[src/rtl/board_pkg.sv]
// shared widths, register map and counter lengths for the board wrapper
// imported by the RTL blocks and the testbench

package board_pkg;

  // register port geometry
  localparam int unsigned REG_DATA_WIDTH = 32;
  localparam int unsigned REG_ADDR_WIDTH = 2;

  typedef logic [REG_DATA_WIDTH-1:0] reg_data_t;
  typedef logic [REG_ADDR_WIDTH-1:0] reg_addr_t;

  // word indices of the control registers
  localparam reg_addr_t REG_EXIT_VALID  = 2'd0;
  localparam reg_addr_t REG_EXIT_VALUE  = 2'd1;
  localparam reg_addr_t REG_BOOT_STRAPS = 2'd2;
  localparam reg_addr_t REG_SCRATCH     = 2'd3;

  // bit positions inside BOOT_STRAPS
  localparam int unsigned STRAP_BOOT_SELECT_BIT = 0;
  localparam int unsigned STRAP_EXEC_FLASH_BIT  = 1;
  localparam int unsigned STRAP_COUNT           = 2;

  // heartbeat length, short for simulation
  // the board build uses 27 to get a visible blink
  localparam int unsigned HB_COUNT_WIDTH = 8;

  typedef logic [HB_COUNT_WIDTH-1:0] hb_count_t;

  // release flops in the reset synchronizer
  localparam int unsigned RST_SYNC_STAGES = 2;

  // synchronizer depth for the strap pins
  localparam int unsigned STRAP_SYNC_STAGES = 2;

endpackage

[src/rtl/rst_sync.sv]
// reset synchronizer for the board reset
// asserts the internal reset at once, releases it on a clock edge

`timescale 1ns/100ps

module rst_sync
  import board_pkg::*;
(
  input  logic clk_gen,
  input  logic rst_n,
  output logic rst_sync_n_o,
  output logic rst_led_o
);

  // release chain, ones shift in from the bottom
  logic [RST_SYNC_STAGES-1:0] sync_q;
  logic                       rst_sync_n;

  always_ff @(posedge clk_gen or negedge rst_n) begin
    if (!rst_n) begin
      sync_q <= '0;
    end else begin
      sync_q <= {sync_q[RST_SYNC_STAGES-2:0], 1'b1};
    end
  end

  // last stage is the internal reset
  assign rst_sync_n = sync_q[RST_SYNC_STAGES-1];

  assign rst_sync_n_o = rst_sync_n;

  // LED lights once the core is out of reset
  assign rst_led_o = rst_sync_n;

endmodule

[src/rtl/heartbeat_led.sv]
// free-running heartbeat counter
// top bit blinks the clock LED once reset has released

`timescale 1ns/100ps

module heartbeat_led
  import board_pkg::*;
(
  input  logic clk_gen,
  input  logic rst_n,
  output logic clk_led_o
);

  hb_count_t clk_count;

  // wraps silently at the top
  always_ff @(posedge clk_gen or negedge rst_n) begin
    if (!rst_n) begin
      clk_count <= '0;
    end else begin
      clk_count <= clk_count + hb_count_t'(1);
    end
  end

  // MSB toggles every 2**(HB_COUNT_WIDTH-1) cycles
  assign clk_led_o = clk_count[HB_COUNT_WIDTH-1];

endmodule

[src/rtl/soc_ctrl_regs.sv]
// system control registers: exit status, boot straps and scratch word
// plain strobe port, read data returns one cycle after the request

`timescale 1ns/100ps

module soc_ctrl_regs
  import board_pkg::*;
(
  input  logic      clk_gen,
  input  logic      rst_n,

  // host register port
  input  logic      reg_req_i,
  input  logic      reg_we_i,
  input  reg_addr_t reg_addr_i,
  input  reg_data_t reg_wdata_i,
  output reg_data_t reg_rdata_o,
  output logic      reg_rvalid_o,

  // board straps
  input  logic      boot_select_i,
  input  logic      execute_from_flash_i,

  // exit status
  output logic      exit_valid_o,
  output reg_data_t exit_value_o
);

  logic      wr_en;
  logic      rd_en;
  logic      wr_exit_valid;
  logic      wr_exit_value;
  logic      wr_scratch;

  logic      exit_valid_q;
  reg_data_t exit_value_q;
  reg_data_t scratch_q;

  logic [STRAP_SYNC_STAGES-1:0][STRAP_COUNT-1:0] strap_sync_q;
  logic [STRAP_COUNT-1:0]                        strap_pins;
  logic [STRAP_COUNT-1:0]                        straps;

  reg_data_t straps_word;
  reg_data_t rdata_d;
  reg_data_t rdata_q;
  logic      rvalid_q;

  // request decode
  assign wr_en = reg_req_i & reg_we_i;
  assign rd_en = reg_req_i & ~reg_we_i;

  assign wr_exit_valid = wr_en && (reg_addr_i == REG_EXIT_VALID);
  assign wr_exit_value = wr_en && (reg_addr_i == REG_EXIT_VALUE);
  assign wr_scratch    = wr_en && (reg_addr_i == REG_SCRATCH);

  // sticky until reset, writing 0 does nothing
  always_ff @(posedge clk_gen or negedge rst_n) begin
    if (!rst_n) begin
      exit_valid_q <= 1'b0;
    end else if (wr_exit_valid && reg_wdata_i[0]) begin
      exit_valid_q <= 1'b1;
    end
  end

  // full exit value, bit 0 drives the exit pin
  always_ff @(posedge clk_gen or negedge rst_n) begin
    if (!rst_n) begin
      exit_value_q <= '0;
    end else if (wr_exit_value) begin
      exit_value_q <= reg_wdata_i;
    end
  end

  always_ff @(posedge clk_gen) begin
    if (wr_scratch) begin
      scratch_q <= reg_wdata_i;
    end
  end

  // strap pins are asynchronous to clk_gen
  always_comb begin
    strap_pins                        = '0;
    strap_pins[STRAP_BOOT_SELECT_BIT] = boot_select_i;
    strap_pins[STRAP_EXEC_FLASH_BIT]  = execute_from_flash_i;
  end

  always_ff @(posedge clk_gen or negedge rst_n) begin
    if (!rst_n) begin
      strap_sync_q <= '0;
    end else begin
      strap_sync_q <= {strap_sync_q[STRAP_SYNC_STAGES-2:0], strap_pins};
    end
  end

  assign straps = strap_sync_q[STRAP_SYNC_STAGES-1];

  always_comb begin
    straps_word                  = '0;
    straps_word[STRAP_COUNT-1:0] = straps;
  end

  // read mux
  always_comb begin
    unique case (reg_addr_i)
      REG_EXIT_VALID:  rdata_d = reg_data_t'(exit_valid_q);
      REG_EXIT_VALUE:  rdata_d = exit_value_q;
      REG_BOOT_STRAPS: rdata_d = straps_word;
      REG_SCRATCH:     rdata_d = scratch_q;
      default:         rdata_d = '0;
    endcase
  end

  // one read in flight per cycle, no stall
  always_ff @(posedge clk_gen or negedge rst_n) begin
    if (!rst_n) begin
      rvalid_q <= 1'b0;
    end else begin
      rvalid_q <= rd_en;
    end
  end

  always_ff @(posedge clk_gen) begin
    if (rd_en) begin
      rdata_q <= rdata_d;
    end
  end

  assign reg_rdata_o  = rdata_q;
  assign reg_rvalid_o = rvalid_q;

  assign exit_valid_o = exit_valid_q;
  assign exit_value_o = exit_value_q;

endmodule

[src/rtl/board_wrapper.sv]
// board level of the evaluation design
// ties the reset synchronizer, heartbeat and control registers to the pins

`timescale 1ns/100ps

module board_wrapper
  import board_pkg::*;
(
  input  logic      clk_gen,
  input  logic      rst_n,

  // host register port, stands in for the processor bus
  input  logic      reg_req_i,
  input  logic      reg_we_i,
  input  reg_addr_t reg_addr_i,
  input  reg_data_t reg_wdata_i,
  output reg_data_t reg_rdata_o,
  output logic      reg_rvalid_o,

  input  logic      boot_select_i,
  input  logic      execute_from_flash_i,

  // LEDs and exit pins
  output logic      rst_led_o,
  output logic      clk_led_o,
  output logic      exit_valid_o,
  output logic      exit_value_o
);

  logic      rst_sync_n;
  reg_data_t exit_value;

  rst_sync rst_sync_i (
    .clk_gen      (clk_gen),
    .rst_n        (rst_n),
    .rst_sync_n_o (rst_sync_n),
    .rst_led_o    (rst_led_o)
  );

  heartbeat_led heartbeat_led_i (
    .clk_gen   (clk_gen),
    .rst_n     (rst_sync_n),
    .clk_led_o (clk_led_o)
  );

  soc_ctrl_regs soc_ctrl_regs_i (
    .clk_gen              (clk_gen),
    .rst_n                (rst_sync_n),
    .reg_req_i            (reg_req_i),
    .reg_we_i             (reg_we_i),
    .reg_addr_i           (reg_addr_i),
    .reg_wdata_i          (reg_wdata_i),
    .reg_rdata_o          (reg_rdata_o),
    .reg_rvalid_o         (reg_rvalid_o),
    .boot_select_i        (boot_select_i),
    .execute_from_flash_i (execute_from_flash_i),
    .exit_valid_o         (exit_valid_o),
    .exit_value_o         (exit_value)
  );

  // only bit 0 has a pin on the board
  assign exit_value_o = exit_value[0];

endmodule

[config.mk]
export PLATFORM = sky130hd
export DESIGN_NAME = board_wrapper
export DESIGN_NICKNAME = d
export VERILOG_FILES = /design/src/rtl/board_pkg.sv /design/src/rtl/rst_sync.sv /design/src/rtl/heartbeat_led.sv /design/src/rtl/soc_ctrl_regs.sv /design/src/rtl/board_wrapper.sv
export SDC_FILE = /design/constraint.sdc
export NUM_CORES = 1
export LEC_CHECK = 0
export ABC_AREA = 0
export BUFFER_PORTS_ARGS = -buffer_cell sky130_fd_sc_hd__buf_2
export CAP_MARGIN = 15
export CORE_MARGIN = 2
export CORE_UTILIZATION = 48
export DETAILED_ROUTE_END_ITERATION = 8
export PLACE_DENSITY = 0.7
export SYNTH_ARGS = -nofsm -noshare
export SYNTH_HDL_FRONTEND = slang
export SYNTH_SLANG_ARGS = --single-unit
[constraint.sdc]
create_clock -name clk_gen -period 2.5 [get_ports clk_gen]
set_clock_uncertainty 0.05 [all_clocks]
set_input_delay 0.25 -clock clk_gen [delete_from_list [all_inputs] [get_ports clk_gen]]
set_output_delay 0.25 -clock clk_gen [all_outputs]
set_load 0.02 [all_outputs]
==> metrics.md, run 1 <==
| Metric | Value |
|---|---|
| RR Startpoint | `heartbeat_led_i.clk_count[0]` |
| Synth Register Bits | `112` |
| Crit-path slowest cell | `dfrtp_2` |
| Primary FF master, synth | `edfxtp_1` |
| Cell count after synthesis | `240` |
| Diode count | `0` |
| Die span in x | `~99 µm` |
| GRT Total Usage | `0.162` |
| Worst Tran Pin Value | `approximately 0.62 ns` |
| WP data required | `approximately 2.2 ns` |
| Combinational power share | `0.126` |
| Share of cells above drive strength 1 | `0.402` |
| # Max-Cap Violations | `0` |
| Share of the yosys chip area belonging to registers | `0.715` |
| Core region area | `between 8000 and 9000 µm²` |
| Worst-path clk slew | `~0.10 ns` |
| Most common cell after layout, fill and taps aside | `buf_2` |
| Worst vdd ir | `363 µV` |
| Worst skew pair latency | `roughly 0.36 ns` |
| Worst-path cell chain | `buf_2` |
| Met1 usage | `0.236` |
| Clock Root Buffer | `clkbuf_8` |
| Clock sink total | `between 100 and 150` |
| Met3 usage | `0.0344` |
| Hold depth | `1` |
| Crit Reg-Reg Endpoint | `heartbeat_led_i.clk_count[6]` |
| Period utilisation layout | `0.504` |
| Worst-case reg-to-reg path depth | `4` |
| Initial antenna violation count | `0` |
| Largest net degree at the start of global routing | `47` |
| NetSw | `approximately 880 µW` |
| Met2 Resource Use GR | `0.244` |
| Buf+Inv Stages, Crit Path | `1` |
| Yosys warns | `0` |
| P per Cell Area | `729 nW/µm²` |
| Final nets | `between 300 and 400` |
| Hold Startpoint | `reg_wdata_i[21]` |
| RePlAce Congestion | `around 0.74` |
| Avg WL per Cell | `between 15 and 20 µm` |
| Final setup violation count | `0` |
| Synth Cell Area | `approximately 4400 µm²` |
| Worst reg2reg setup slack | `around 1.3 ns` |
| Cell-internal power | `2.87 mW` |
| Sw Ratio | `0.234` |
| DR DRC count | `0` |
| Number of synthesized flops with an enable pin | `between 60 and 70` |
| Asr flop ratio synth | `0.429` |
| Clock network fraction of total power | `0.282` |
| CP top delay family | `flip-flops` |
| Total wire length | `around 7600 µm` |
| Placed Cells | `approximately 420` |
| Iter 0 DRT Violations | `116` |
| Status | `complete, no violations` |
| Max incr delay on CP | `0.44 ns` |
| Hold Fails Final Rpt | `0` |
| Area Overhead vs Synth | `17.7%` |
| Die ar. | `around 9900 µm²` |
| Rel. slew slack | `0.586` |
| Total grt overflow | `0` |
| H-tree Lvls | `3` |
| Worst setup SP type | `flip-flop` |
| Pre-antenna DRT Iters | `5` |
| Vias in the first global route | `about 2400` |
| Crit Path Category | `flip-flop to primary output` |
| Highest clock rate | `between 0.7 and 0.8 GHz` |
| Reg power frac | `0.593` |
| Setup_tns | `0 ns` |
| First-pass GRT wire length | `approximately 12000 µm` |
| Hold Path Sink | `soc_ctrl_regs_i.scratch_q[21]` |
| Syn nets | `~280` |
| CTS Buffer Depth | `2` |
| Most frequent cells in the layout | `76 x buf_2, 64 x edfxtp_1, 47 x dfrtp_1` |
| Port buffer count | `76` |
| Max-slew violation total from the final report | `0` |
| Via density | `roughly 5.1` |
| Syn Area/Cell | `between 15 and 20 µm²` |
| Synth unique cells | `25` |
| Unrepaired setup endpoints after global routing | `no` |
| Filler instances | `about 690` |
| Final cell count without fillers | `441` |
| CTS tree | `built` |
| Hold WC Path Type | `primary input to flip-flop` |
| Die span in y | `roughly 99 µm` |
| Ports | `slightly below 80` |
| Most Crowded Layer GR | `met2` |
| DR vias | `between 2000 and 2500` |
| Min Tclk post-route | `around 1.3 ns` |
| Crit path capture type | `primary output` |
| Placement Rows | `34` |
| Routed Antenna Nets | `0` |
| Detailed placement HPWL | `roughly 4900 µm` |
| Leak | `between 2 and 2.5 nW` |
| Largest fanout on the critical path | `2` |
| Postcts setup bufs | `0` |
| Layout Utilization | `0.586` |
| Cts bufs inserted | `9` |
| Crit path DAT | `0.96 ns` |
| Starting Density | `0.498` |
## routing by layer
metal | share of wire | vias to the layer above | routed length [µm]
met5 | 0 | - | 0
met4 | 0.015 | 0 | 115
met3 | 0.046 | 10 | 350
met2 | 0.45 | 70 | 3420
met1 | 0.49 | 1142 | 3700
li1 | - | 1040 | -
## worst register-to-register path, cell delays in order, from the launching register on
cell	delay (ns)
dfrtp_1	0.42
ha_1	0.23
and3_1	0.21
nand3_1	0.10
xnor2_1	0.11
## power groups by stage
stage               Clock (mW)  Combinational (mW)  Sequential, mW
floorplan                    0               0.287            2.29
global placement             0               0.452            2.25
detailed placement           0               0.468            2.26
CTS                       1.08               0.474            2.22
global route              1.15               0.510            2.24
finish                    1.06               0.470            2.22
## state kept, by name (all words and copies together), names as in the netlist
name / count
heartbeat_led_i.clk_count: 8
rst_sync_i.sync_q: 2
soc_ctrl_regs_i.exit_valid_o: 1
soc_ctrl_regs_i.exit_value_o: 32
soc_ctrl_regs_i.reg_rdata_o: 32
soc_ctrl_regs_i.reg_rvalid_o: 1
soc_ctrl_regs_i.scratch_q: 32
soc_ctrl_regs_i.strap_sync_q: 2
soc_ctrl_regs_i.straps: 2
## stage by stage
step                      setup slack (ns)  hold WS (ns)  power [mW]  instance area, µm²
after floorplan                      0.295       -0.0956        2.58                4370
after global placement               0.920      -0.00854        2.70                4890
after detailed placement             0.893      -0.00842        2.73                4890
after CTS                             1.23       0.00789        3.78                5110
after global routing                  1.19        0.0102        3.90                5140
final                                 1.24        0.0235        3.75                5140
## cell families (layout without fill, tap and decap cells)
family                     after synthesis  in the layout  synth area share
AOI/OAI and AO/OA                        2              2           0.00287
xor gates and xnor gates                 6              6            0.0120
adders and majority gates                1              1           0.00287
buffers and inverters                   12            105            0.0175
DFF                                    112            112             0.715
muxes                                   64             64             0.185
other                                    1              1          0.000859
and+or+nand+nor                         42             42            0.0636
## worst max path at each step
| stage | from | to | slack [ns] | depth (start not counted) |
|---|---|---|---|---|
| 2_1_floorplan | reg_we_i | soc_ctrl_regs_i.reg_rdata_o[0] | 0.30 | 1 |
| 3_3_place_gp | reg_addr_i[1] | soc_ctrl_regs_i.reg_rdata_o[0] | 0.92 | 3 |
| 3_5_place_dp | reg_addr_i[1] | soc_ctrl_regs_i.reg_rdata_o[0] | 0.89 | 3 |
| 4_1_cts | rst_sync_i.sync_q[1] | rst_led_o | 1.23 | 1 |
| 5_1_grt | soc_ctrl_regs_i.reg_rdata_o[29] | reg_rdata_o[29] | 1.19 | 1 |
| 6_report | rst_sync_i.sync_q[1] | rst_led_o | 1.24 | 1 |
## what timing repair did
item,4_1_cts,5_1_grt
hold buffers,3,3
hold endpoints to repair,4,3
resized for setup,0,0
## synthesized netlist by cell type, types with 2 or more instances
| library cell | number | area, µm² |
|---|---|---|
| edfxtp_1 | 64 | 1920 |
| dfrtp_1 | 48 | 1200 |
| nor2b_1 | 31 | 194 |
| mux2_4 | 30 | 450 |
| mux2i_1 | 30 | 300 |
| buf_2 | 4 | 20.0 |
| xnor2_1 | 4 | 35.0 |
| buf_6 | 3 | 33.8 |
| clkbuf_1 | 3 | 11.3 |
| mux2_2 | 3 | 33.8 |
| nand2_1 | 3 | 11.3 |
| and4_1 | 2 | 17.5 |
| nand3_1 | 2 | 10.0 |
| xor2_1 | 2 | 17.5 |
## area by class of cell
class / instances / area (µm²) / share of cell area
sequential: 112 / 3120 / 0.608
multi-input combinational: 116 / 1170 / 0.229
timing repair buffer: 88 / 510 / 0.0993
tap: 108 / 135 / 0.0263
clock buffer: 11 / 131 / 0.0256
clock inverter: 5 / 58.8 / 0.0114
inverter: 1 / 3.75 / 0.000730
Power figures use the tool's default switching activity.
==> inputs of run 2 (changes only) <==
--- a/config.mk
+++ b/config.mk
@@ -5,7 +5,7 @@
 export SDC_FILE = /design/constraint.sdc
 export NUM_CORES = 1
 export LEC_CHECK = 0
-export ABC_AREA = 0
+export ABC_AREA = 1
 export BUFFER_PORTS_ARGS = -buffer_cell sky130_fd_sc_hd__buf_2
 export CAP_MARGIN = 15
 export CORE_MARGIN = 2
==> constraint.sdc (replaced) <==
create_clock -name clk_gen -period 1.2 [get_ports clk_gen]
set_clock_uncertainty 0.05 [all_clocks]
set_input_delay 0.12 -clock clk_gen [delete_from_list [all_inputs] [get_ports clk_gen]]
set_output_delay 0.12 -clock clk_gen [all_outputs]
set_load 0.02 [all_outputs]
==> run 2 against run 1 <==
Against the previous run: clock-buffer cell count is 1 lower; worst setup slack got worse by 1.2 ns; global-route usage is 2.2 points higher; critical endpoint unchanged; largest power group unchanged; highest routed layer unchanged.
==> metrics.md, run 2 <==
| Metric | Value |
|---|---|
| Status | `complete, no violations (unchanged)` |
| # Max-Cap Violations | `0 (unchanged)` |
| CTS Buffer Depth | `2 (unchanged)` |
| Synth Register Bits | `112 (unchanged)` |
| Setup_tns | `0 ns (unchanged)` |
| WHS | `0.0573 ns (was 0.0235 ns)` |
| Share of cells above drive strength 1 | `0.226 (was 0.402)` |
| Asr flop ratio synth | `0.429 (unchanged)` |
| Largest family of logic cells by synthesized area | `simple AND/OR/NAND/NOR gates (was multiplexers)` |
| Yosys warns | `0 (unchanged)` |
| Port buffer count | `76 (unchanged)` |
| Compound-cell area share of the yosys netlist | `0.00179 (was 0.00287)` |
| Leak | `2.52 nW (was 2.26 nW)` |
| Post-cts resize count | `0 (unchanged)` |
| CTS Hold Buffers Added | `36 (was 3)` |
| Syn nets | `411 (was 281)` |
| Routed Antenna Nets | `0 (unchanged)` |
| Post-synth top cells | `175 x nand2_1, 64 x edfxtp_1, 48 x dfrtp_1, 40 x nand3_1, 14 x buf_2 (was 64 x edfxtp_1, 48 x dfrtp_1, 31 x nor2b_1, 30 x mux2_4, 30 x mux2i_1)` |
| Worst slack at placement | `-0.0736 ns (was 0.893 ns)` |
| Synth Cell Area | `4200 µm² (was 4370 µm²)` |
| Pre-antenna DRT Iters | `5 (unchanged)` |
| Largest fanout on the critical path | `3 (was 2)` |
| Worst vdd ir | `743 µV (was 363 µV)` |
| Area leader, netlist | `edfxtp_1 (unchanged)` |
| Worst skew pair latency | `0.36 ns (about the same)` |
| Levels on crit path | `1 (unchanged)` |
| WP data required | `1.03 ns (was 2.20 ns)` |
| Primary FF master, synth | `edfxtp_1 (unchanged)` |
| Worst-case reg-to-reg path depth | `3 (was 4)` |
| Clock sink total | `112 (unchanged)` |
| Total grt overflow | `0 (unchanged)` |
| DR vias | `2927 (was 2262)` |
| GRT Total Usage | `0.184 (was 0.162)` |
| Hold depth | `3 (was 1)` |
| Worst-path clk slew | `0.10 ns (about the same)` |
| Crit Path Category | `flip-flop to primary output (unchanged)` |
| Postcts setup bufs | `0 (unchanged)` |
| Crit path DAT | `0.96 ns (about the same)` |
| Post-Synth XOR/XNOR Area | `0.00625 (was 0.0120)` |
| Via density | `4.85 (was 5.13)` |
| First-pass GRT wire length | `13800 µm (was 12200 µm)` |
| Crit-path slowest cell | `dfrtp_2 (unchanged)` |
| Placed Cells | `552 (was 419)` |
| Synth unique cells | `18 (was 25)` |
| Rel. slew slack | `0.610 (was 0.586)` |
| Diode count | `0 (unchanged)` |
| Core region area | `8590 µm² (was 8760 µm²)` |
| Number of synthesized flops with an enable pin | `64 (unchanged)` |
| Final nets | `532 (was 369)` |
| P per Cell Area | `1370 nW/µm² (was 729 nW/µm²)` |
| Min Tclk post-route | `between 1 and 1.5 ns` |
| Share of the yosys chip area belonging to registers | `0.743 (was 0.715)` |
| Post-synthesis simple-gate area fraction | `0.218 (was 0.0636)` |
| Synth Area in Adders | `0.00298 (was 0.00287)` |
| DR DRC count | `0 (unchanged)` |
| CTS tree | `built (unchanged)` |
| RePlAce Congestion | `0.777 (was 0.741)` |
| Die span in x | `97.6 µm (was 99.4 µm)` |
| Mux share of post-synthesis cell area | `0 (was 0.185)` |
| Layout Utilization | `0.626 (was 0.586)` |
| Worst Setup Slack, final | `0.0720 ns (was 1.24 ns)` |
| Fin area | `5380 µm² (was 5140 µm²)` |
| Buf+Inv Stages, Crit Path | `1 (unchanged)` |
| Hold Fails Final Rpt | `0 (unchanged)` |
| Syn Area/Cell | `11.4 µm² (was 18.2 µm²)` |
| Worst-path cell chain | `buf_2 (unchanged)` |
| Unrepaired setup endpoints after global routing | `no (unchanged)` |
| Final setup violation count | `0 (unchanged)` |
| Die ar. | `9520 µm² (was 9870 µm²)` |
| Top cell type's share of synthesized area | `0.457 (was 0.440)` |
| CP top delay family | `flip-flops (unchanged)` |
| Period utilisation layout | `0.940` |
| Max incr delay on CP | `0.44 ns (about the same)` |
| Placement Rows | `34 (unchanged)` |
| Ports | `77 (unchanged)` |
| H-tree Lvls | `3 (unchanged)` |
| Final Power | `7.38 mW (was 3.75 mW)` |
| Die span in y | `97.6 µm (was 99.4 µm)` |
| Vias in the first global route | `2996 (was 2381)` |
| Worst Tran Pin Value | `0.584 ns (was 0.621 ns)` |
| Max-slew violation total from the final report | `0 (unchanged)` |
| Worst setup SP type | `flip-flop (unchanged)` |
| Final cell count without fillers | `604 (was 441)` |
| Area Overhead vs Synth | `28.0% (was 17.7%)` |
| Cts bufs inserted | `9 (unchanged)` |
| Iter 0 DRT Violations | `201 (was 116)` |
| Largest net degree at the start of global routing | `34 (was 47)` |
| Synth area leaders | `edfxtp_1 46%, dfrtp_1 29%, nand2_1 16% (was edfxtp_1 44%, dfrtp_1 28%, mux2_4 10%)` |
| Highest clock rate | `slightly below 0.9 GHz` |
| Detailed placement HPWL | `5300 µm (was 4860 µm)` |
| Initial antenna violation count | `0 (unchanged)` |
| Most common cell after layout, fill and taps aside | `nand2_1 (was buf_2)` |
| Avg WL per Cell | `13.7 µm (was 17.2 µm)` |
| Cell count after synthesis | `370 (was 240)` |
| Total wire length | `8260 µm (was 7590 µm)` |
| Most frequent cells in the layout | `174 x nand2_1, 76 x buf_2, 64 x edfxtp_1 (was 76 x buf_2, 64 x edfxtp_1, 47 x dfrtp_1)` |
| Top-count cell post-synth | `nand2_1 (was edfxtp_1)` |
| Placed inst area | `4840 µm² (was 4890 µm²)` |
| Clock Root Buffer | `clkbuf_8 (unchanged)` |
| Hold WC Path Type | `primary input to flip-flop (unchanged)` |
| Starting Density | `0.489 (was 0.498)` |
| Crit path capture type | `primary output (unchanged)` |
-- run 2: cell count changes after synthesis, sizes merged, moves of 7 or more --
| cell | before | now |
|---|---|---|
| nand3 | 2 | 40 |
| inv | 1 | 10 |
| mux2 | 33 | 0 |
| mux2i | 30 | 0 |
| nand2 | 3 | 176 |
| nor2 | 0 | 8 |
| buf | 8 | 15 |
| nor2b | 31 | 0 |
-- run 2: cell type report --
class,count,area (µm²)
Clock buffer,10,128
Clock inverter,6,46.3
Fill cell,721,3210
Inverter,10,37.5
Multi-Input combinational cell,232,987
Sequential cell,112,3120
Tap cell,108,135
Timing Repair Buffer,126,921
-- run 2: logic make-up after synthesis --
logic type | count (synthesis)
buffers and inverters | 26
adders and majority gates | 1
xor gates and xnor gates | 3
AOI/OAI and AO/OA | 1
DFF | 112
and+or+nand+nor | 226
other | 1
-- run 2: worst reg2reg max path, delay by kind of cell (launching register included) --
family / cells / cell delay [ns]
simple gates: 1 / 0.11
flops: 1 / 0.41
xor+xnor: 1 / 0.14
fa+ha+maj: 1 / 0.25
-- run 2: worst paths after layout --
check                                                         to  slack, ns                         start
min in group asynchronous       soc_ctrl_regs_i.exit_value_o[25]       0.19          rst_sync_i.sync_q[1]
max in group asynchronous                   rst_sync_i.sync_q[1]       0.42                         rst_n
worst min-delay path                soc_ctrl_regs_i.reg_rvalid_o       0.06                      reg_we_i
worst max register to register      heartbeat_led_i.clk_count[4]       0.17  heartbeat_led_i.clk_count[0]
worst max-delay path                                   rst_led_o       0.07          rst_sync_i.sync_q[1]
worst min register to register  soc_ctrl_regs_i.exit_value_o[25]       0.19          rst_sync_i.sync_q[1]
-- run 2: report_power, final --
| group | switching, mW | internal, mW | leakage [nW] |
|---|---|---|---|
| Combinational | 0.483 | 0.346 | 1.23 |
| Sequential | 0.137 | 4.41 | 1.20 |
| Clock | 1.24 | 0.773 | 0.0898 |
-- run 2: per-layer routing --
layer	up-vias	wire length [µm]	track usage
li1	1450	-	-
met1	1377	3620	0.244
met2	86	4010	0.303
met3	14	474	0.0338
met4	0	155	0.0705
met5	-	0	0
